===== src/rtl/dcache_pkg.sv =====
package dcache_pkg;

    localparam int ADDR_W   = 32;
    localparam int DATA_W   = 64;
    localparam int LINE_W   = 128;
    localparam int NUM_WAYS = 2;
    localparam int OFFSET_W = 4;
    localparam int INDEX_W  = 6;
    localparam int TAG_W    = ADDR_W - INDEX_W - OFFSET_W;
    localparam int STRB_W   = DATA_W / 8;
    localparam int BEATS    = LINE_W / DATA_W;
    localparam int NUM_SETS = 1 << INDEX_W;

    typedef struct packed {
        logic              op;      // 1 = write
        logic [ADDR_W-1:0] addr;
        logic [STRB_W-1:0] wstrb;
        logic [DATA_W-1:0] wdata;
    } cpu_req_t;

    typedef struct packed {
        logic [TAG_W-1:0] tag;
        logic             valid;
        logic             dirty;
    } tag_entry_t;

    // one write into a way, tag entry and masked line together
    typedef struct packed {
        logic                wen;
        logic [INDEX_W-1:0]  index;
        tag_entry_t          entry;
        logic [LINE_W-1:0]   line;
        logic [LINE_W/8-1:0] mask;  // byte enables over the line
    } way_wr_t;

    typedef struct packed {
        tag_entry_t        entry;   // at lookup index, same cycle
        logic [LINE_W-1:0] line;    // at read index, one cycle later
    } way_rd_t;

    typedef struct packed {
        logic [ADDR_W-1:0] addr;
        logic [LINE_W-1:0] line;
    } mem_wr_t;

endpackage


===== src/rtl/dcache_ctrl.sv =====
`timescale 1ns/1ps

module dcache_ctrl (
    input  logic                            clk,
    input  logic                            rst,
    input  logic                            req_valid_i,
    input  dcache_pkg::cpu_req_t            req_i,
    output logic                            req_ready_o,
    output logic                            resp_valid_o,
    output logic [dcache_pkg::DATA_W-1:0]   resp_data_o,
    output logic                            mem_rd_req_o,
    output logic [dcache_pkg::ADDR_W-1:0]   mem_rd_addr_o,
    input  logic                            mem_rd_ready_i,
    input  logic [dcache_pkg::DATA_W-1:0]   mem_rdata_i,
    input  logic                            mem_rvalid_i,
    input  logic                            mem_rlast_i,
    output logic                            mem_wr_req_o,
    output dcache_pkg::mem_wr_t             mem_wr_o,
    input  logic                            mem_wr_ready_i,
    output dcache_pkg::way_wr_t             way_wr_o,
    output logic [dcache_pkg::NUM_WAYS-1:0] way_sel_o,
    output logic [dcache_pkg::INDEX_W-1:0]  lookup_index_o,
    output logic [dcache_pkg::INDEX_W-1:0]  read_index_o,
    output logic [dcache_pkg::TAG_W-1:0]    lookup_tag_o,
    input  logic                            hit_i,
    input  logic                            hit_way_i,
    input  logic [dcache_pkg::LINE_W-1:0]   hit_line_i,
    input  logic                            victim_way_i,
    input  dcache_pkg::tag_entry_t          victim_entry_i,
    input  logic [dcache_pkg::LINE_W-1:0]   victim_line_i,
    output logic                            touch_o,
    output logic                            touch_way_o
);
    import dcache_pkg::*;

    typedef enum logic [2:0] {S_IDLE, S_LOOKUP, S_WB, S_RDREQ, S_RDATA, S_REFILL} state_t;

    state_t                   state_q;
    state_t                   state_d;
    cpu_req_t                 req_q;
    logic                     hit_q;
    logic                     hit_way_q;
    logic                     victim_way_q;
    logic                     victim_dirty_q;
    logic [TAG_W-1:0]         victim_tag_q;
    logic [LINE_W-1:0]        refill_q;
    logic [$clog2(BEATS)-1:0] beat_q;
    logic [LINE_W-1:0]        wline;
    logic [LINE_W/8-1:0]      wmask;
    logic [LINE_W-1:0]        merged_line;
    logic [LINE_W-1:0]        resp_line;
    logic [INDEX_W-1:0]       index_q;
    logic [TAG_W-1:0]         tag_q;
    logic                     upper_half;
    logic                     accept;
    logic                     victim_dirty;

    assign index_q    = req_q.addr[OFFSET_W +: INDEX_W];
    assign tag_q      = req_q.addr[ADDR_W-1 -: TAG_W];
    assign upper_half = req_q.addr[OFFSET_W-1];

    // one-cycle stall after any buffered write
    assign req_ready_o  = (state_q == S_IDLE) || (state_q == S_LOOKUP && !req_q.op);
    assign accept       = req_valid_i && req_ready_o;
    assign victim_dirty = victim_entry_i.valid && victim_entry_i.dirty;

    assign lookup_index_o = req_ready_o ? req_i.addr[OFFSET_W +: INDEX_W] : index_q;
    assign read_index_o   = lookup_index_o;   // keeps the buffered set's line while busy
    assign lookup_tag_o   = req_i.addr[ADDR_W-1 -: TAG_W];
    assign touch_o        = accept;
    assign touch_way_o    = hit_i ? hit_way_i : victim_way_i;

    always_ff @(posedge clk) begin
        if (accept) begin
            req_q          <= req_i;
            hit_q          <= hit_i;
            hit_way_q      <= hit_way_i;
            victim_way_q   <= victim_way_i;
            victim_dirty_q <= victim_dirty;
            victim_tag_q   <= victim_entry_i.tag;
        end
    end

    always_comb begin
        state_d = state_q;
        case (state_q)
            S_IDLE, S_LOOKUP: begin
                if (!accept) begin
                    state_d = S_IDLE;
                end else if (hit_i) begin
                    state_d = S_LOOKUP;
                end else begin
                    state_d = victim_dirty ? S_WB : S_RDREQ;
                end
            end
            S_WB:     if (mem_wr_ready_i) state_d = S_RDREQ;
            S_RDREQ:  if (mem_rd_ready_i) state_d = S_RDATA;
            S_RDATA:  if (mem_rvalid_i && mem_rlast_i) state_d = S_REFILL;
            default:  state_d = S_IDLE;     // refill lasts one cycle
        endcase
    end

    always_ff @(posedge clk) begin
        if (rst) begin
            state_q <= S_IDLE;
        end else begin
            state_q <= state_d;
        end
    end

    // beat assembly, lower half first
    always_ff @(posedge clk) begin
        if (rst || state_q == S_RDREQ) begin
            beat_q <= '0;
        end else if (state_q == S_RDATA && mem_rvalid_i) begin
            beat_q <= beat_q + 1'b1;
        end
    end

    always_ff @(posedge clk) begin
        if (state_q == S_RDATA && mem_rvalid_i) begin
            refill_q[beat_q*DATA_W +: DATA_W] <= mem_rdata_i;
        end
    end

    assign mem_rd_req_o  = (state_q == S_RDREQ);
    assign mem_rd_addr_o = {req_q.addr[ADDR_W-1:OFFSET_W], OFFSET_W'(0)};
    assign mem_wr_req_o  = (state_q == S_WB) && victim_dirty_q;
    assign mem_wr_o      = '{addr: {victim_tag_q, index_q, OFFSET_W'(0)}, line: victim_line_i};

    // write data placed on both halves, mask picks the one addressed
    assign wline = {BEATS{req_q.wdata}};
    assign wmask = upper_half ? {req_q.wstrb, STRB_W'(0)} : {STRB_W'(0), req_q.wstrb};

    always_comb begin
        for (int b = 0; b < LINE_W / 8; b++) begin
            merged_line[b*8 +: 8] = wmask[b] ? wline[b*8 +: 8] : refill_q[b*8 +: 8];
        end
    end

    always_comb begin
        way_wr_o             = '0;
        way_sel_o            = '0;
        way_wr_o.index       = index_q;
        way_wr_o.entry.tag   = tag_q;
        way_wr_o.entry.valid = 1'b1;
        if (state_q == S_LOOKUP && req_q.op) begin  // write hit
            way_wr_o.wen         = 1'b1;
            way_wr_o.entry.dirty = 1'b1;
            way_wr_o.line        = wline;
            way_wr_o.mask        = wmask;
            way_sel_o[hit_way_q] = 1'b1;
        end else if (state_q == S_REFILL) begin
            way_wr_o.wen            = 1'b1;
            way_wr_o.entry.dirty    = req_q.op;  // clean after a read refill
            way_wr_o.line           = req_q.op ? merged_line : refill_q;
            way_wr_o.mask           = '1;
            way_sel_o[victim_way_q] = 1'b1;
        end
    end

    assign resp_valid_o = (state_q == S_LOOKUP) || (state_q == S_REFILL);
    assign resp_line    = hit_q ? hit_line_i : refill_q;
    assign resp_data_o  = upper_half ? resp_line[LINE_W-1 -: DATA_W] : resp_line[DATA_W-1:0];

    assert property (@(posedge clk) disable iff (rst) !(mem_rd_req_o && mem_wr_req_o));
    assert property (@(posedge clk) disable iff (rst) resp_valid_o |-> state_q != S_IDLE);

endmodule


===== config.mk =====
export PLATFORM = sky130hd
export DESIGN_NAME = dcache_ctrl
export DESIGN_NICKNAME = d
export VERILOG_FILES = /design/src/rtl/dcache_pkg.sv /design/src/rtl/dcache_ctrl.sv
export SDC_FILE = /design/constraint.sdc
export NUM_CORES = 1
export LEC_CHECK = 0
export BUFFER_PORTS_ARGS = -buffer_cell sky130_fd_sc_hd__buf_2
export CORE_AREA = 2 2 365 367
export CTS_BUF_LIST = sky130_fd_sc_hd__clkbuf_2 sky130_fd_sc_hd__clkbuf_4 sky130_fd_sc_hd__clkbuf_8
export CTS_CLUSTER_SIZE = 40
export DETAILED_ROUTE_END_ITERATION = 8
export DIE_AREA = 0 0 367 369
export PLACE_DENSITY_LB_ADDON = 0.05
export SYNTH_ARGS = -nofsm -noshare
export SYNTH_HDL_FRONTEND = slang
export SYNTH_SLANG_ARGS = --single-unit

===== constraint.sdc =====
create_clock -name clk -period 6.46 [get_ports clk]
set_clock_uncertainty 0.05 [all_clocks]
set_input_delay 1.292 -clock clk [delete_from_list [all_inputs] [get_ports clk]]
set_output_delay 1.292 -clock clk [all_outputs]
set_load 0.05 [all_outputs]

==> results_dict.tcl, run 1 <==
set metrics [dict create \
    status "complete, no violations" \
    rows 133 \
    worstSetupEndpointType "output pin" \
    final_area_um2 18900 \
    grt_pass1_vias 11400 \
    drt_iter0_drc 459 \
    io_buffers 663 \
    grt_pass1_wl_um 106000 \
    final_util 0.144 \
    syn_area_um2 13900 \
    synth-async-reset-ratio 0 \
    max_stage_delay_ns 0.88 \
    worst-path-stages 5 \
    fin_nets 1917 \
    wl_met2_um 42400 \
    placed_cell_area_um2 17700 \
    tns_ns 0 \
    reg2reg_from "req_q[104]" \
    crit_path_start_kind "register" \
    ir_worst_vdd_mv 0.110 \
    dieArea_um2 135000 \
    cts_root_buffer "clkbuf_8" \
    post_cts_buffers 0 \
    finalCriticalPeriod_ns 5.02 \
    grt_setup_unrepaired "no" \
    r2r_cells 4 \
    wl_met3_um 8070 \
    routed-via-count 10400 \
    cp-startpoint "req_q[75]" \
    final_cell_mix "663 x buf_2, 256 x edfxtp_1, 128 x a22o_1" \
    slowest_stage "nor2b_4" \
    worst_slew_pin_slew_ns 1.14 \
    cts.repair.resized 0 \
    wl_met1_um 27600 \
    total_power_uw 5120 \
    hold_class "primary input to register" \
    worst-path-max-fanout 82 \
    cts_num_sinks 260 \
    grt_max_degree 83 \
    routed_wl_um 81200 \
    drive_gt1_frac 0.574 \
    clock_latency_ns 0.74 \
    die_w_um 367 \
    ioPinCount 932 \
    overflow 0 \
    critical_path_buf_inv_count 2 \
    drc 0 \
    highest_layer "met5" \
    hold_viol 0 \
    cap_violations 0 \
    n_fill_cell 14900 \
    cp_data_required_time_ns 5.12 \
    clockBufferDepth 3 \
    antenna_found_initial 30 \
    gp_congestion 0.738 \
    synth_edf_count 256 \
    synthToLayoutAreaGrowth_pct 35.2 \
    avgSynthCellArea_um2 14.1 \
    critical_path.cell_chain "buf_12 > nor2b_4 > a21oi_1 > a22o_1 > buf_2" \
    maxSlewHeadroom 0.240 \
    synth_cell_type_count 35 \
    syn_inst 987 \
    yosysWarnings 0 \
    arrival_ns 3.68 \
    avgRoutedWirePerCell_um 24.9 \
    hold_slack_ns 0.662 \
    synth_seq_area_share 0.557 \
    ant_nets 0 \
    htree_levels 2 \
    hold_depth 1 \
    setup_viol 0 \
    multi_input_area_um2 4270 \
    cts_tree "done" \
    cts_buffers 58 \
    drt_first_pass_iters 4 \
    start_util 0.106 \
    path_delay_family "compound AO/OA/AOI/OAI gates" \
    postCtsHoldBufs 0 \
    period_share 0.778 \
    synth_seq_cells 260 \
    p_leak_uw 0.00761 \
    die_h_um 369 \
    layout_commonest_cell "buf_2" \
    core-area_um2 131000 \
    slew_violations 0 \
    ff_latch_area_um2 7770 \
    critical_path_class "register to output pin" \
    dp_hpwl_um 62100 \
    powerDensity_nw_per_um2 271 \
    fmaxAchievable_mhz 199 \
    clk_pin_slew_worst_paths_ns 0.07 \
    routed_via_density 3.17 \
    track_usage 0.115 \
    ys.flop_type "edfxtp_1" \
    min_from "req_i[69]" \
]
layer usage:
layer / GRT usage / vias up
met3: 0.0517 / 204
met2: 0.212 / 577
met1: 0.113 / 5063
met4: 0.0437 / 42
li1: - / 4469
met5: 0 / -
power breakdown:
part | switching [µW] | internal (µW) | leakage [µW]
Clock | 934 | 994 | 0.000594
Combinational | 880 | 301 | 0.00450
Sequential | 63.5 | 1950 | 0.00251
Total | 1880 | 3240 | 0.00761
logic make-up (layout without fill, tap and decap cells):
| kind of cell | after synthesis | count (layout) | synth area share |
|---|---|---|---|
| DFF | 260 | 260 | 0.557 |
| muxes | 71 | 71 | 0.109 |
| other | 2 | 15 | 0.000538 |
| and+or+nand+nor | 191 | 191 | 0.0807 |
| buffers and inverters | 277 | 788 | 0.140 |
| AOI/OAI and AO/OA | 186 | 186 | 0.112 |
synth_stat cells (2+ instances only):
| cell | n | share of area |
|---|---|---|
| inv_1 | 4 | 0.0011 |
| a21oi_4 | 8 | 0.0093 |
| a22o_1 | 128 | 0.080 |
| mux2_2 | 7 | 0.0057 |
| dfxtp_1 | 4 | 0.0057 |
| conb_1 | 2 | 0.00054 |
| nor2_1 | 25 | 0.0067 |
| nor2b_1 | 67 | 0.030 |
| a21oi_1 | 34 | 0.012 |
| edfxtp_1 | 256 | 0.55 |
| nand3b_1 | 3 | 0.0016 |
| buf_6 | 3 | 0.0024 |
| clkbuf_1 | 16 | 0.0043 |
| nor3b_1 | 2 | 0.0011 |
| and2_1 | 67 | 0.030 |
| mux4_2 | 64 | 0.10 |
| buf_2 | 21 | 0.0075 |
| nand2_1 | 12 | 0.0032 |
| nand2b_1 | 10 | 0.0045 |
| a21oi_2 | 9 | 0.0057 |
| buf_4 | 231 | 0.12 |
sequential cells by signal, indices dropped and copies added (netlist names), 3 cells and up:
| signal | count |
|---|---|
| mem_rd_addr_o | 28 |
| state_q | 3 |
| refill_q | 128 |
| victim_tag_q | 22 |
| req_q | 74 |
final cells by class:
class / count / share of cell area
multi-input combinational: 457 / 0.227
sequential: 260 / 0.412
clock buffer: 70 / 0.0471
antenna: 6 / 0.000796
tap: 1755 / 0.116
inverter: 4 / 0.000796
clock inverter: 37 / 0.0127
timing repair buffer: 677 / 0.183
path summary, 6_finish.rpt:
path	end	slack (ns)
max	way_wr_o[49]	1.44
min	req_q[69]	0.66
max reg2reg	req_q[55]	2.98
min reg2reg	state_q[2]	0.71
metrics by stage:
stage | setup WS (ns) | std cells
floorplan | 0.495 | 994
global placement | 2.24 | 3153
detailed placement | 2.23 | 3153
CTS | 1.37 | 3260
global route | 1.25 | 3263
finish | 1.44 | 3266
Power figures use the tool's default switching activity.
==> run 2, diff against run 1 <==
Settings changed: CORE_AREA 2 2 365 367 to 2 2 366 368, DIE_AREA 0 0 367 369 to 0 0 368 370.
Clock period 6.46 ns to 4.23 ns, I/O delays scaled along.
==> results_dict.tcl, run 2 (synthesized netlist as in run 1, its figures left out) <==
set metrics [dict create \
    drc 0 \
    grt_max_degree 63 \
    ant_nets 0 \
    clock_latency_ns 0.72 \
    status "complete, no violations" \
    n_fill_cell 15000 \
    use_met1 0.115 \
    cap_violations 0 \
    track_usage 0.117 \
    clockBufferDepth 3 \
    gp_congestion 0.735 \
    final_util 0.148 \
    dieArea_um2 136000 \
    hold_viol 0 \
    antenna_found_initial 31 \
    overflow 0 \
    synthToLayoutAreaGrowth_pct 40.4 \
    core-area_um2 132000 \
    routed_via_density 3.16 \
    maxSlewHeadroom 0.413 \
    die_h_um 370 \
    start_util 0.105 \
    cp_data_required_time_ns 3.33 \
    grt_pass1_vias 11400 \
    met2_usage 0.212 \
    postCtsHoldBufs 0 \
    io_buffers 663 \
    post_cts_buffers 0 \
    multi_input_area_um2 4270 \
    powerDensity_nw_per_um2 423 \
    cts_tree "done" \
    fmaxAchievable_mhz 255 \
    drive_gt1_frac 0.586 \
    cts_buffers 66 \
    cts_num_sinks 260 \
    worstSetupEndpointType "output pin" \
    cp-startpoint "state_q[0]" \
    period_share 0.926 \
    p_leak_uw 0.00790 \
    critical_path_class "register to output pin" \
    ioPinCount 932 \
    critical_path.cell_chain "nand3b_4 > buf_4 > a21oi_2 > a22o_1 > buf_2" \
    htree_levels 3 \
    avgRoutedWirePerCell_um 24.7 \
    reg2reg_from "req_q[104]" \
    min_from "req_i[26]" \
    fin_nets 1950 \
    ff_latch_area_um2 7770 \
    cts.repair.resized 0 \
    tns_ns 0 \
    drt_iter0_drc 429 \
    routed_wl_um 82000 \
    cts_root_buffer "clkbuf_8" \
    rows 134 \
    layout_commonest_cell "buf_2" \
    hold_class "primary input to register" \
    drt_first_pass_iters 4 \
    ir_worst_vdd_mv 0.186 \
    grt_pass1_wl_um 106000 \
    routed-via-count 10500 \
    worst_slew_pin_slew_ns 0.881 \
    largest_reg_flops 128 \
    setup_viol 0 \
    slew_violations 0 \
    busiest_layer "met2" \
    crit_path_start_kind "register" \
    slowest_stage "dfxtp_1" \
    worst-path-max-fanout 12 \
    total_power_uw 8290 \
    top_register "refill_q" \
    grt_setup_unrepaired "no" \
    max_stage_delay_ns 0.65 \
    arrival_ns 3.02 \
    die_w_um 368 \
    clk_pin_slew_worst_paths_ns 0.06 \
    dp_hpwl_um 64000 \
    final_cell_mix "646 x buf_2, 256 x edfxtp_1, 128 x a22o_1" \
    use_met3 0.0520 \
    finalCriticalPeriod_ns 3.92 \
]
## run 2: changes by cell type in the layout (fill, tap and decap cells not counted)
cell and delta:
buf_12 +23, buf_4 +19, buf_2 -17, clkbuf_4 +14, clkinv_2 -11, clkbuf_8 +9
clkinv_1 -4, diode_2 +2, inv_12 -2, inv_6 +2, bufinv_16 +1, inv_8 +1
## run 2: final timing paths
path	endpoint	cells past startpoint	slack [ns]
setup / recovery	way_wr_o[84]	5	0.31
hold / removal	req_q[26]	1	0.25
setup reg to reg	req_q[58]	4	1.45
hold reg to reg	beat_q	2	0.57
## run 2: routing by layer
metal,wire length (µm),vias to the layer above
met3,8380,179
met5,210,-
met2,42700,601
met1,28100,5114
met4,2600,34
li1,-,4549
## run 2: where the power goes
part / internal, µW / switching, µW
logic: 509 / 1360
registers: 2970 / 95.4
clock network: 1880 / 1470
## run 2: layout make-up
type	instances	share of cell area
Sequential cell	260	0.397
Inverter	4	0.000767
Clock buffer	93	0.0570
Timing Repair Buffer	702	0.203
Tap cell	1768	0.113
Clock inverter	24	0.0100
Multi-Input combinational cell	457	0.218
Antenna cell	8	0.00102
## run 2: critical path, delay by kind of cell (launching register included)
family	cells	cell delay [ns]
and+or+nand+nor	1	0.27
DFF	1	0.65
buffers and inverters	2	0.58
AOI/OAI and AO/OA	2	0.78
## run 2: metrics by stage
| stage | hold WS, ns | worst slack, ns | instance area (µm²) | std cells |
|---|---|---|---|---|
| 2_1_floorplan | 0.615 | 0.177 | 14000 | 994 |
| 3_3_place_gp | 0.565 | 0.987 | 18300 | 3191 |
| 3_5_place_dp | 0.568 | 0.996 | 18300 | 3191 |
| 4_1_cts | 0.110 | 0.116 | 19600 | 3308 |
| 5_1_grt | 0.159 | 0.102 | 19600 | 3310 |
| 6_report | 0.246 | 0.314 | 19600 | 3316 |
