<file path="src/rtl/dcache_pkg.sv">
package dcache_pkg;

    localparam int ADDR_W   = 32;
    localparam int DATA_W   = 64;
    localparam int LINE_W   = 128;
    localparam int NUM_WAYS = 2;
    localparam int OFFSET_W = 4;
    localparam int INDEX_W  = 6;
    localparam int TAG_W    = ADDR_W - INDEX_W - OFFSET_W;
    localparam int STRB_W   = DATA_W / 8;
    localparam int BEATS    = LINE_W / DATA_W;
    localparam int NUM_SETS = 1 << INDEX_W;

    typedef struct packed {
        logic              op;      // 1 = write
        logic [ADDR_W-1:0] addr;
        logic [STRB_W-1:0] wstrb;
        logic [DATA_W-1:0] wdata;
    } cpu_req_t;

    typedef struct packed {
        logic [TAG_W-1:0] tag;
        logic             valid;
        logic             dirty;
    } tag_entry_t;

    // one write into a way, tag entry and masked line together
    typedef struct packed {
        logic                wen;
        logic [INDEX_W-1:0]  index;
        tag_entry_t          entry;
        logic [LINE_W-1:0]   line;
        logic [LINE_W/8-1:0] mask;  // byte enables over the line
    } way_wr_t;

    typedef struct packed {
        tag_entry_t        entry;   // at lookup index, same cycle
        logic [LINE_W-1:0] line;    // at read index, one cycle later
    } way_rd_t;

    typedef struct packed {
        logic [ADDR_W-1:0] addr;
        logic [LINE_W-1:0] line;
    } mem_wr_t;

endpackage

</file>
<file path="src/rtl/dcache_way_merge.sv">
`timescale 1ns/1ps

module dcache_way_merge (
    input  logic                                           clk,
    input  logic                                           rst,
    input  dcache_pkg::way_rd_t [dcache_pkg::NUM_WAYS-1:0] ways_i,
    input  logic [dcache_pkg::TAG_W-1:0]                   lookup_tag_i,
    input  logic                                           touch_i,
    input  logic                                           touch_way_i,
    input  logic [dcache_pkg::INDEX_W-1:0]                 touch_index_i,
    output logic                                           hit_o,
    output logic                                           hit_way_o,
    output logic [dcache_pkg::LINE_W-1:0]                  hit_line_o,
    output logic                                           victim_way_o,
    output dcache_pkg::tag_entry_t                         victim_entry_o,
    output logic [dcache_pkg::LINE_W-1:0]                  victim_line_o
);
    import dcache_pkg::*;

    logic [NUM_WAYS-1:0] hit_vec;
    logic [NUM_SETS-1:0] ru_q;          // way used last, per set
    logic                hit_sel_q;
    logic                victim_sel_q;

    always_comb begin
        for (int w = 0; w < NUM_WAYS; w++) begin
            hit_vec[w] = ways_i[w].entry.valid && (ways_i[w].entry.tag == lookup_tag_i);
        end
    end

    assign hit_o     = |hit_vec;
    assign hit_way_o = hit_vec[1];

    // invalid way first, then the one not used last
    always_comb begin
        if (!ways_i[0].entry.valid) begin
            victim_way_o = 1'b0;
        end else if (!ways_i[1].entry.valid) begin
            victim_way_o = 1'b1;
        end else begin
            victim_way_o = ~ru_q[touch_index_i];
        end
    end

    assign victim_entry_o = ways_i[victim_way_o].entry;

    always_ff @(posedge clk) begin
        if (rst) begin
            ru_q <= '0;
        end else if (touch_i) begin
            ru_q[touch_index_i] <= touch_way_i;
        end
    end

    // line data shows up a cycle after the lookup, so keep the way choices
    always_ff @(posedge clk) begin
        if (touch_i) begin
            hit_sel_q    <= hit_way_o;
            victim_sel_q <= victim_way_o;
        end
    end

    assign hit_line_o    = ways_i[hit_sel_q].line;
    assign victim_line_o = ways_i[victim_sel_q].line;

    // a tag lives in at most one way of a set
    assert property (@(posedge clk) disable iff (rst) touch_i |-> $onehot0(hit_vec));

endmodule

</file>
<file path="config.mk">
export PLATFORM = sky130hd
export DESIGN_NAME = dcache_way_merge
export DESIGN_NICKNAME = d
export VERILOG_FILES = /design/src/rtl/dcache_pkg.sv /design/src/rtl/dcache_way_merge.sv
export SDC_FILE = /design/constraint.sdc
export NUM_CORES = 1
export LEC_CHECK = 0
export ABC_AREA = 1
export BUFFER_PORTS_ARGS = -buffer_cell sky130_fd_sc_hd__buf_2
export CORE_AREA = 5 5 235 237
export CTS_CLUSTER_DIAMETER = 30
export CTS_CLUSTER_SIZE = 30
export DETAILED_ROUTE_END_ITERATION = 16
export DIE_AREA = 0 0 240 242
export HOLD_SLACK_MARGIN = 0.02
export PLACE_DENSITY_LB_ADDON = 0.12
export SLEW_MARGIN = 20
export SYNTH_ARGS = -nofsm -noshare
export SYNTH_HDL_FRONTEND = slang
export SYNTH_SLANG_ARGS = --single-unit
</file>
<file path="constraint.sdc">
create_clock -name clk -period 4.4 [get_ports clk]
set_input_delay 0.66 -clock clk [delete_from_list [all_inputs] [get_ports clk]]
set_output_delay 0.66 -clock clk [all_outputs]
set_load 0.1 [all_outputs]
</file>
==> results of run 1 <==
critical path, cell delays in order:
cell,delay (ns)
buf_2,0.26
inv_2,0.18
nor2_1,0.35
o211ai_1,0.14
nand2_1,0.08
o21ai_1,0.06
nand2_1,0.07
nor2_1,0.04
nand2_2,0.11
nand2_4,0.19
nand2_4,0.33
nand2_1,0.09
nand2_1,0.07
buf_2,0.42
layout make-up:
class	count	area [sq um]	share of cell area, %
Antenna cell	34	85.1	0.739
Clock buffer	13	250	2.17
Clock inverter	3	15.0	0.130
Inverter	203	763	6.63
Multi-Input combinational cell	1035	4800	41.6
Sequential cell	66	1340	11.6
Tap cell	696	871	7.56
Timing Repair Buffer	645	3390	29.5
through the flow:
stage	hold slack, ns	cell area (sq um)	power, mW	utilization, %
finish	0.471	11500	3.83	21.7
global route	0.489	11500	3.97	21.6
CTS	0.474	11400	3.87	21.5
detailed placement	0.466	11200	3.19	21.0
global placement	0.459	11200	3.19	21.0
floorplan	0.445	7310	2.56	-
registers in the layout (all words and copies together) (netlist names):
signal,flops
ru_q,64
hit_sel_q,1
victim_sel_q,1
placed cells by master (no fill, tap or decap), drive strengths merged, types with 13 or more instances in the layout:
cell type / Yosys / routed
inv: 202 / 202
a21oi: 64 / 64
nor2: 29 / 29
diode: 0 / 34
dfxtp: 64 / 64
nor3: 19 / 19
nand3: 96 / 96
clkbuf: 65 / 13
o21ai: 324 / 324
buf: 26 / 645
nand2: 453 / 453
worst min path at each step:
stage                        start  endpoint
after global routing      ru_q[51]  ru_q[51]
after floorplan           ru_q[42]  ru_q[42]
final                     ru_q[16]  ru_q[16]
after detailed placement   ru_q[2]   ru_q[2]
after CTS                  ru_q[2]   ru_q[2]
after global placement     ru_q[1]   ru_q[1]
layer usage:
metal	vias to the layer above	GRT usage [%]	part of all wire, %
li1	5660	-	-
met1	5242	23.8	37
met2	605	35.9	48
met3	130	8.28	11
met4	46	6.91	3.5
met5	-	0	0.48
kinds of logic (layout without fill, tap and decap cells):
kind of cell              Yosys count  after routing  share of synthesized area (%)
AOI/OAI and AO/OA                 410            410                           28.8
xor gates and xnor gates           17             17                           2.04
buffers and inverters             294            864                           16.1
DFF                                66             66                           18.3
other                               0             34                              0
and+or+nand+nor                   608            608                           34.7
power by group:
part	internal, mW	leakage, nW	switching [mW]
Combinational	0.389	5.51	2.17
Clock	0.394	0.134	0.275
Sequential	0.605	0.535	0.00658
==> run metrics, run 1 <==
Slew HR 32.0%; worst skew pair latency 0.34 ns; cell taking the most area after synthesis nand2_1; crit path launch type primary input; Pleak 6.18 nW; Post-Syn Area 0.00731 sq mm; crit end category output port; CP Launch Point touch_index_i[1]; critical path peak fanout 24; most frequent cell after synthesis nand2_1; initial antenna violation count 87; fill cell count 6,252; die footprint 0.0581 sq mm; Layout Cells excl Fill 2,695; Post-Route Skew 0.00598 ns; drt first pass iters 5; max cap viols 0; Post-Syn Nets 1,731; vias in the first global route 10,904; PwrDens 333 mW/mm^2; post-DR wirelength/cell 24.2 um; Post-CTS Setup Bufs 0; final hold violation count 0; number of top-level pins 619; final WL 65,200 um; DRC 0; hold_buf cts 0; area share of the largest cell type after synthesis 22.6%; drt via density 4.34; I/O Buffers 618; final worst slack 0.662 ns; number of synthesized flops with an enable pin 2; GRT Total Usage 21.0%; hold depth 2; GRT overflow 0; CTS Root Buffer Type clkbuf_16; post-CTS sizing 0; die height 242 um; R2R cell count 10; Most used DFF post-synth dfxtp_1; Async SR Flop Fraction 0%; most frequent cells after synthesis nand2_1 (441), o21ai_0 (320), inv_1 (199); Initial Util 13.8%; Place WS 0.617 ns; worst path arrival time 3.08 ns; Final nets 2,296; outcome complete, no violations; Worst Path Required 3.74 ns; Final Max Tran Viols 0; GPL Wtd Cong 0.980; share of cells above drive strength 1 34.8%; DP HPWL 56,100 um; area delta synth->final 57.4%; synth top area cells nand2_1 (23%), o21ai_0 (22%), dfxtp_1 (18%); Setup crit end victim_entry_o[8]; total negative slack 0 ns; sequential-to-total area share from yosys stat 18.3%; RSZ-0062 raised after global routing no; Max Buffers Root-to-Sink 2; CTS Buf Count 9; worst flop-to-flop path endpoint victim_sel_q; row cnt 85; drt initial violations 894; fin crit share 84.9%; Core ar. 0.0531 sq mm; Slew @ Worst Pin 1.02 ns; final worst path period need 3.74 ns; Syn Inst Count 1,395; Setup CP Type primary input to output port; Mean Syn Cell Area 5.24 sq um; post-route antenna net violation count 0; Ys Warns 0; largest net degree at the start of global routing 102; Synth cell types 33; r2r startpoint ru_q[42]; final setup vio count 0; worst vdd ir 0.173 mV; CTS tree done; die width 240 um; Inst Count DP 2,645; Yosys reg bits 66; first-pass GRT wire length 87,100 um; FMAX 0.268 GHz; htree depth 3; vias 11,683; clock sink count 66; Hold WC Path Type register to register; R2R Setup Slk 2.36 ns; CTS clk-pin slew, worst paths 0.05 ns
No activity file was read; power rests on OpenSTA's default activity.
==> inputs of run 2 (changes only) <==
--- a/config.mk
+++ b/config.mk
@@ -5,13 +5,13 @@
 export SDC_FILE = /design/constraint.sdc
 export NUM_CORES = 1
 export LEC_CHECK = 0
-export ABC_AREA = 1
+export ABC_AREA = 0
 export BUFFER_PORTS_ARGS = -buffer_cell sky130_fd_sc_hd__buf_2
-export CORE_AREA = 5 5 235 237
+export CORE_AREA = 5 5 237 239
 export CTS_CLUSTER_DIAMETER = 30
 export CTS_CLUSTER_SIZE = 30
 export DETAILED_ROUTE_END_ITERATION = 16
-export DIE_AREA = 0 0 240 242
+export DIE_AREA = 0 0 242 244
 export HOLD_SLACK_MARGIN = 0.02
 export PLACE_DENSITY_LB_ADDON = 0.12
 export SLEW_MARGIN = 20
==> constraint.sdc (replaced) <==
create_clock -name clk -period 3.4 [get_ports clk]
set_input_delay 0.51 -clock clk [delete_from_list [all_inputs] [get_ports clk]]
set_output_delay 0.51 -clock clk [all_outputs]
set_load 0.1 [all_outputs]
==> run metrics, run 2 <==
r2r startpoint ru_q[12]; Largest Register ru_q; most frequent cell after synthesis mux2_2; CTS Root Buffer Type clkbuf_16; final worst path period need 3.32 ns; worst path arrival time 2.81 ns; Cell Chain, Critical Path buf_2 > mux4_1 > mux2i_1 > nor2_1 > a211oi_2 > or3b_4 > buf_12 > o221ai_4 > buf_12; vias in the first global route 10,003; fin crit share 97.5%; highest-count cells in the layout ignoring fill and taps buf_2 (592), mux2_2 (257), nand3_1 (94); share of cells above drive strength 1 66.2%; hold endpoint ru_q[3]; Post-Synth Adder-Cell Area 0%; combinational family with the most area after synthesis multiplexers; CP bufs+invs 3; Post-Route Skew 0.00757 ns; Slew HR 28.4%; R2R cell count 7; drt initial violations 735; hold depth 2; worst skew pair latency 0.34 ns; Most used DFF post-synth dfxtp_1; register area 0.00134 sq mm; area delta synth->final 68.1%; final worst slack 0.0833 ns; area share of the largest cell type after synthesis 37.8%; DRC 0; Initial Util 14.3%; GRT overflow 0; max reg flops 64; number of top-level pins 619; critical path peak fanout 19; drt via density 4.60; first-pass GRT wire length 92,700 um; largest net degree at the start of global routing 75; row cnt 85; cell taking the most area after synthesis mux2_2; placed cell areas 0.0123 sq mm; Final Max Tran Viols 0; final hold violation count 0; Final nets 1,820; post-DR wirelength/cell 32.2 um; GPL Wtd Cong 0.997; final WL 71,300 um; Yosys reg bits 66; Synth cell types 54; R2R Setup Slk 1.21 ns; number of synthesized flops with an enable pin 2; htree depth 3; worst vdd ir 0.159 mV; crit path launch type primary input; biggest regs ru_q: 64 flops, hit_sel_q: 1 flops, victim_sel_q: 1 flops; cell family with most CP delay multiplexers; CTS tree done; FMAX 0.302 GHz; Hold Startpoint ru_q[3]; Post-Syn Area 0.00766 sq mm; die height 244 um; initial antenna violation count 97; Pleak 5.44 nW; die width 242 um; Synth Area in XOR/XNOR 5.03%; sequential-to-total area share from yosys stat 17.5%; hold_buf cts 0; CTS clk-pin slew, worst paths 0.06 ns; Max Buffers Root-to-Sink 2; fin area 0.0129 sq mm; outcome complete, no violations; Place WS -0.104 ns; vias 10,197; drt first pass iters 5; Slowest-stage cell, CP mux4_1; most used cell, CP buf_12; crit end category output port; RSZ-0062 raised after global routing no; Post-Syn Nets 1,219; Mean Syn Cell Area 8.68 sq um; worst flop-to-flop path endpoint victim_sel_q; Synth Area in Compound Gates 17.4%; post-route antenna net violation count 0; Hold WC Path Type register to register; Slowest Stage Delay on Critical Path 0.57 ns; I/O Buffers 618; multiplexer share of the synthesized area 40.1%; Worst Path Required 2.89 ns; most common cell after layout, fill and taps aside buf_2; DP HPWL 62,200 um; Syn Inst Count 883; PwrDens 448 mW/mm^2; Setup CP Type primary input to output port; Core ar. 0.0536 sq mm; clock sink count 66; synth top area cells mux2_2 (38%), dfxtp_1 (17%), nand3_1 (6.1%); Slew @ Worst Pin 1.07 ns; area share of and/or/nand/nor cells after synthesis 14.7%; CTS Buf Count 9; die footprint 0.0590 sq mm; multi-input logic area 0.00617 sq mm; fill cell count 5,993; max cap viols 0; GRT Total Usage 22.5%; Ys Warns 0; most frequent cells after synthesis mux2_2 (257), nand3_1 (94), a21oi_1 (89); final setup vio count 0; Async SR Flop Fraction 0%
-- run 2: worst min-delay path: stages (launching register included) --
cell and delay, ns:
dfxtp_1 0.30, o21ai_0 0.06, a21oi_1 0.06
-- run 2: cells by family (layout without fill, tap and decap cells) --
group | Yosys count | in the layout
buf+inv | 90 | 696
compound gates | 205 | 205
xor+xnor | 44 | 44
other cells | 0 | 31
simple gates | 209 | 209
mux | 269 | 269
flops | 66 | 66
-- run 2: how the worst max path moves through the flow --
stage | startpoint | end | slack, ns | depth (start not counted)
after floorplan | touch_index_i[2] | victim_entry_o[0] | -0.66 | 9
after global placement | touch_index_i[0] | victim_entry_o[10] | -0.14 | 10
after detailed placement | touch_index_i[0] | victim_entry_o[10] | -0.10 | 10
after CTS | touch_index_i[1] | victim_entry_o[10] | 0.001 | 11
after global routing | touch_index_i[0] | victim_entry_o[21] | 0.006 | 10
final | touch_index_i[0] | victim_entry_o[19] | 0.08 | 9
-- run 2: layout make-up --
cell class	instances	share of cell area, %
clock inverters	6	0.699
clock buffers	10	1.85
diodes	31	0.602
flip-flops and latches	66	10.4
multi-input cells	727	47.9
inverters	4	0.117
well taps	696	6.76
repair buffers	676	31.6
-- run 2: what timing repair did --
| action | in CTS | in global routing |
|---|---|---|
| cloned | 0 | 2 |
| setup endpoints to repair | 23 | 23 |
| resized for setup | 4 | 9 |
| pin swaps | 0 | 1 |
| buffers inserted | 0 | 5 |
-- run 2: report_power, final --
part	internal, mW	leakage, nW	switching [mW]
Combinational	0.889	4.75	3.05
Clock	0.663	0.159	0.374
Sequential	0.782	0.535	0.00392
Total	2.33	5.44	3.43
-- run 2: per-layer routing --
layer | track usage (%) | vias up | routed length, um | part of all wire, %
met5 | 0 | - | 275 | 0.39
met4 | 3.36 | 40 | 1170 | 1.6
met3 | 13.3 | 114 | 10400 | 15
met2 | 36.2 | 555 | 32400 | 45
met1 | 26.6 | 4922 | 27000 | 38
li1 | - | 4566 | - | -
-- run 2: through the flow --
step / util (%) / setup TNS [ns] / total power [mW] / hold WS (ns) / instances
after floorplan: - / -1.99 / 3.74 / 0.449 / 883
after global placement: 23.0 / -2.53 / 4.73 / 0.462 / 2162
after detailed placement: 23.0 / -1.94 / 4.73 / 0.463 / 2162
after CTS: 23.7 / 0 / 5.78 / 0.472 / 2178
after global routing: 23.9 / 0 / 5.94 / 0.499 / 2191
final: 24.0 / 0 / 5.77 / 0.474 / 2216
==> inputs of run 3 (changes only) <==
--- a/config.mk
+++ b/config.mk
@@ -6,14 +6,15 @@
 export NUM_CORES = 1
 export LEC_CHECK = 0
 export ABC_AREA = 0
-export BUFFER_PORTS_ARGS = -buffer_cell sky130_fd_sc_hd__buf_2
-export CORE_AREA = 5 5 237 239
+export CORE_AREA = 2 2 240 242
 export CTS_CLUSTER_DIAMETER = 30
 export CTS_CLUSTER_SIZE = 30
 export DETAILED_ROUTE_END_ITERATION = 16
 export DIE_AREA = 0 0 242 244
+export DONT_BUFFER_PORTS = 1
 export HOLD_SLACK_MARGIN = 0.02
 export PLACE_DENSITY_LB_ADDON = 0.12
+export RECOVER_POWER = 100
 export SLEW_MARGIN = 20
 export SYNTH_ARGS = -nofsm -noshare
 export SYNTH_HDL_FRONTEND = slang
==> run metrics, run 3 (synthesized netlist as in run 2, its figures left out) <==
drt first pass iters 5; fill cell count 6,381; register area 0.00134 sq mm; total power draw 5.18 mW; outcome complete, no violations; Cell Chain, Critical Path mux4_1 > mux2i_1 > nor2_1 > a211oi_2 > or3b_4 > buf_8 > o221ai_4 > buf_8; most used cell, CP buf_8; htree depth 3; worst path arrival time 2.75 ns; GPL Wtd Cong 0.955; Sw Pwr 3.17 mW; combinational share of power 64.4%; CP bufs+invs 2; total negative slack 0 ns; die height 244 um; switching part of the total 61.2%; max cap viols 0; final WL 71,900 um; most common cell after layout, fill and taps aside mux2_2; post-DR wirelength/cell 43.0 um; CTS Root Buffer Type clkbuf_16; first-pass GRT wire length 89,200 um; Worst Path Required 2.89 ns; largest net degree at the start of global routing 65; R2R Setup Slk 1.15 ns; clock sink count 66; CTS Buf Count 9; CTS clk-pin slew, worst paths 0.06 ns; CP Launch Point ru_q[3]; biggest regs ru_q: 64 flops, hit_sel_q: 1 flops, victim_sel_q: 1 flops; GRT overflow 0; P_int 2.01 mW; PwrDens 532 mW/mm^2; initial antenna violation count 72; worst skew pair latency 0.34 ns; r2r startpoint ru_q[14]; Max Buffers Root-to-Sink 2; Final nets 1,197; number of top-level pins 619; Largest Register ru_q; Hold Startpoint rst; Pleak 2.92 nW; area delta synth->final 27.1%; max reg flops 64; row cnt 87; drt initial violations 575; DRC 0; cell family with most CP delay multiplexers; Util after Layout 17.3%; multi-input logic area 0.00620 sq mm; Layout Cells excl Fill 1,671; share of cells above drive strength 1 41.3%; Setup CP Type register to output port; final hold violation count 0; die width 242 um; fin crit share 96.0%; Slew @ Worst Pin 1.39 ns; Slowest-stage cell, CP mux4_1; die footprint 0.0590 sq mm; highest-count cells in the layout ignoring fill and taps mux2_2 (252), nand3_1 (94), a21oi_1 (89); I/O Buffers 0; crit end category output port; Final Max Tran Viols 0; CTS tree done; clock power share 20.3%; drt via density 4.70; final setup vio count 0; vias in the first global route 7,510; FMAX 0.306 GHz; critical path peak fanout 11; Core ar. 0.0562 sq mm; Inst Count DP 1,605; GRT Total Usage 23.1%; worst vdd ir 0.185 mV; Slew HR 7.06%; Post-Route Skew 0.00749 ns; Initial Util 13.6%; Slowest Stage Delay on Critical Path 0.49 ns; vias 7,854; RSZ-0062 raised after global routing no; Hold WC Path Type primary input to register; post-route antenna net violation count 0; sequential share of power 15.2%; DP HPWL 61,200 um; final worst path period need 3.26 ns; crit path launch type register
==> run 3: changes by cell type in the layout (fill, tap and decap cells not counted), moves of 3 or more <==
cell	before	now
o221ai_1	3	0
diode_2	31	49
and2_0	1	4
and2_1	3	0
buf_4	44	17
mux2_1	0	5
mux2_2	257	252
buf_2	592	0
clkbuf_1	0	3
buf_12	35	31
buf_6	3	0
==> run 3: stage by stage <==
step,setup WS [ns],cell area [sq um],hold slack [ns]
after detailed placement,0.0831,9260,0.459
after global routing,0.0171,9700,0.221
after global placement,0.0807,9260,0.454
after CTS,0.0106,9600,0.214
after floorplan,-0.659,7890,0.449
final,0.137,9740,0.228
==> run 3: per-layer routing <==
| metal | part of all wire, % | GRT usage (%) | vias to the layer above |
|---|---|---|---|
| met5 | 0.63 | 0 | - |
| met4 | 2.0 | 4.96 | 64 |
| met3 | 18 | 16.7 | 111 |
| met2 | 44 | 34.9 | 504 |
| met1 | 36 | 26.2 | 3836 |
| li1 | - | - | 3339 |
==> run 3: what timing repair did <==
item	CTS	global route
endpoints found under the hold margin	0	0
setup endpoints to repair	11	14
cloned	0	1
pin swaps	0	1
hold buffers	0	0
resized for setup	1	5
buffers inserted	0	0
==> run 3: path summary, 6_finish.rpt <==
kind	end	cells past startpoint
min	ru_q[58]	1
min reg2reg	ru_q[44]	2
max reg2reg	victim_sel_q	7
max	victim_entry_o[20]	8
==> run 3: cell type report <==
type                       instances  share of cell area, %
clock buffer                      10                   2.45
timing repair buffer              53                   8.10
sequential                        66                   13.8
multi-input combinational        727                   63.7
inverter                           4                  0.154
clock inverter                     6                  0.899
tap                              756                   9.71
antenna                           49                   1.26
==> run 3: power groups by stage <==
stage          clock network [mW]  logic (mW)  registers, mW
6_report                     1.05        3.34          0.790
5_1_grt                      1.11        3.39          0.791
4_1_cts                      1.08        3.34          0.791
3_5_place_dp                    0        3.33          0.808
3_3_place_gp                    0        3.34          0.808
2_1_floorplan                   0        2.94          0.801
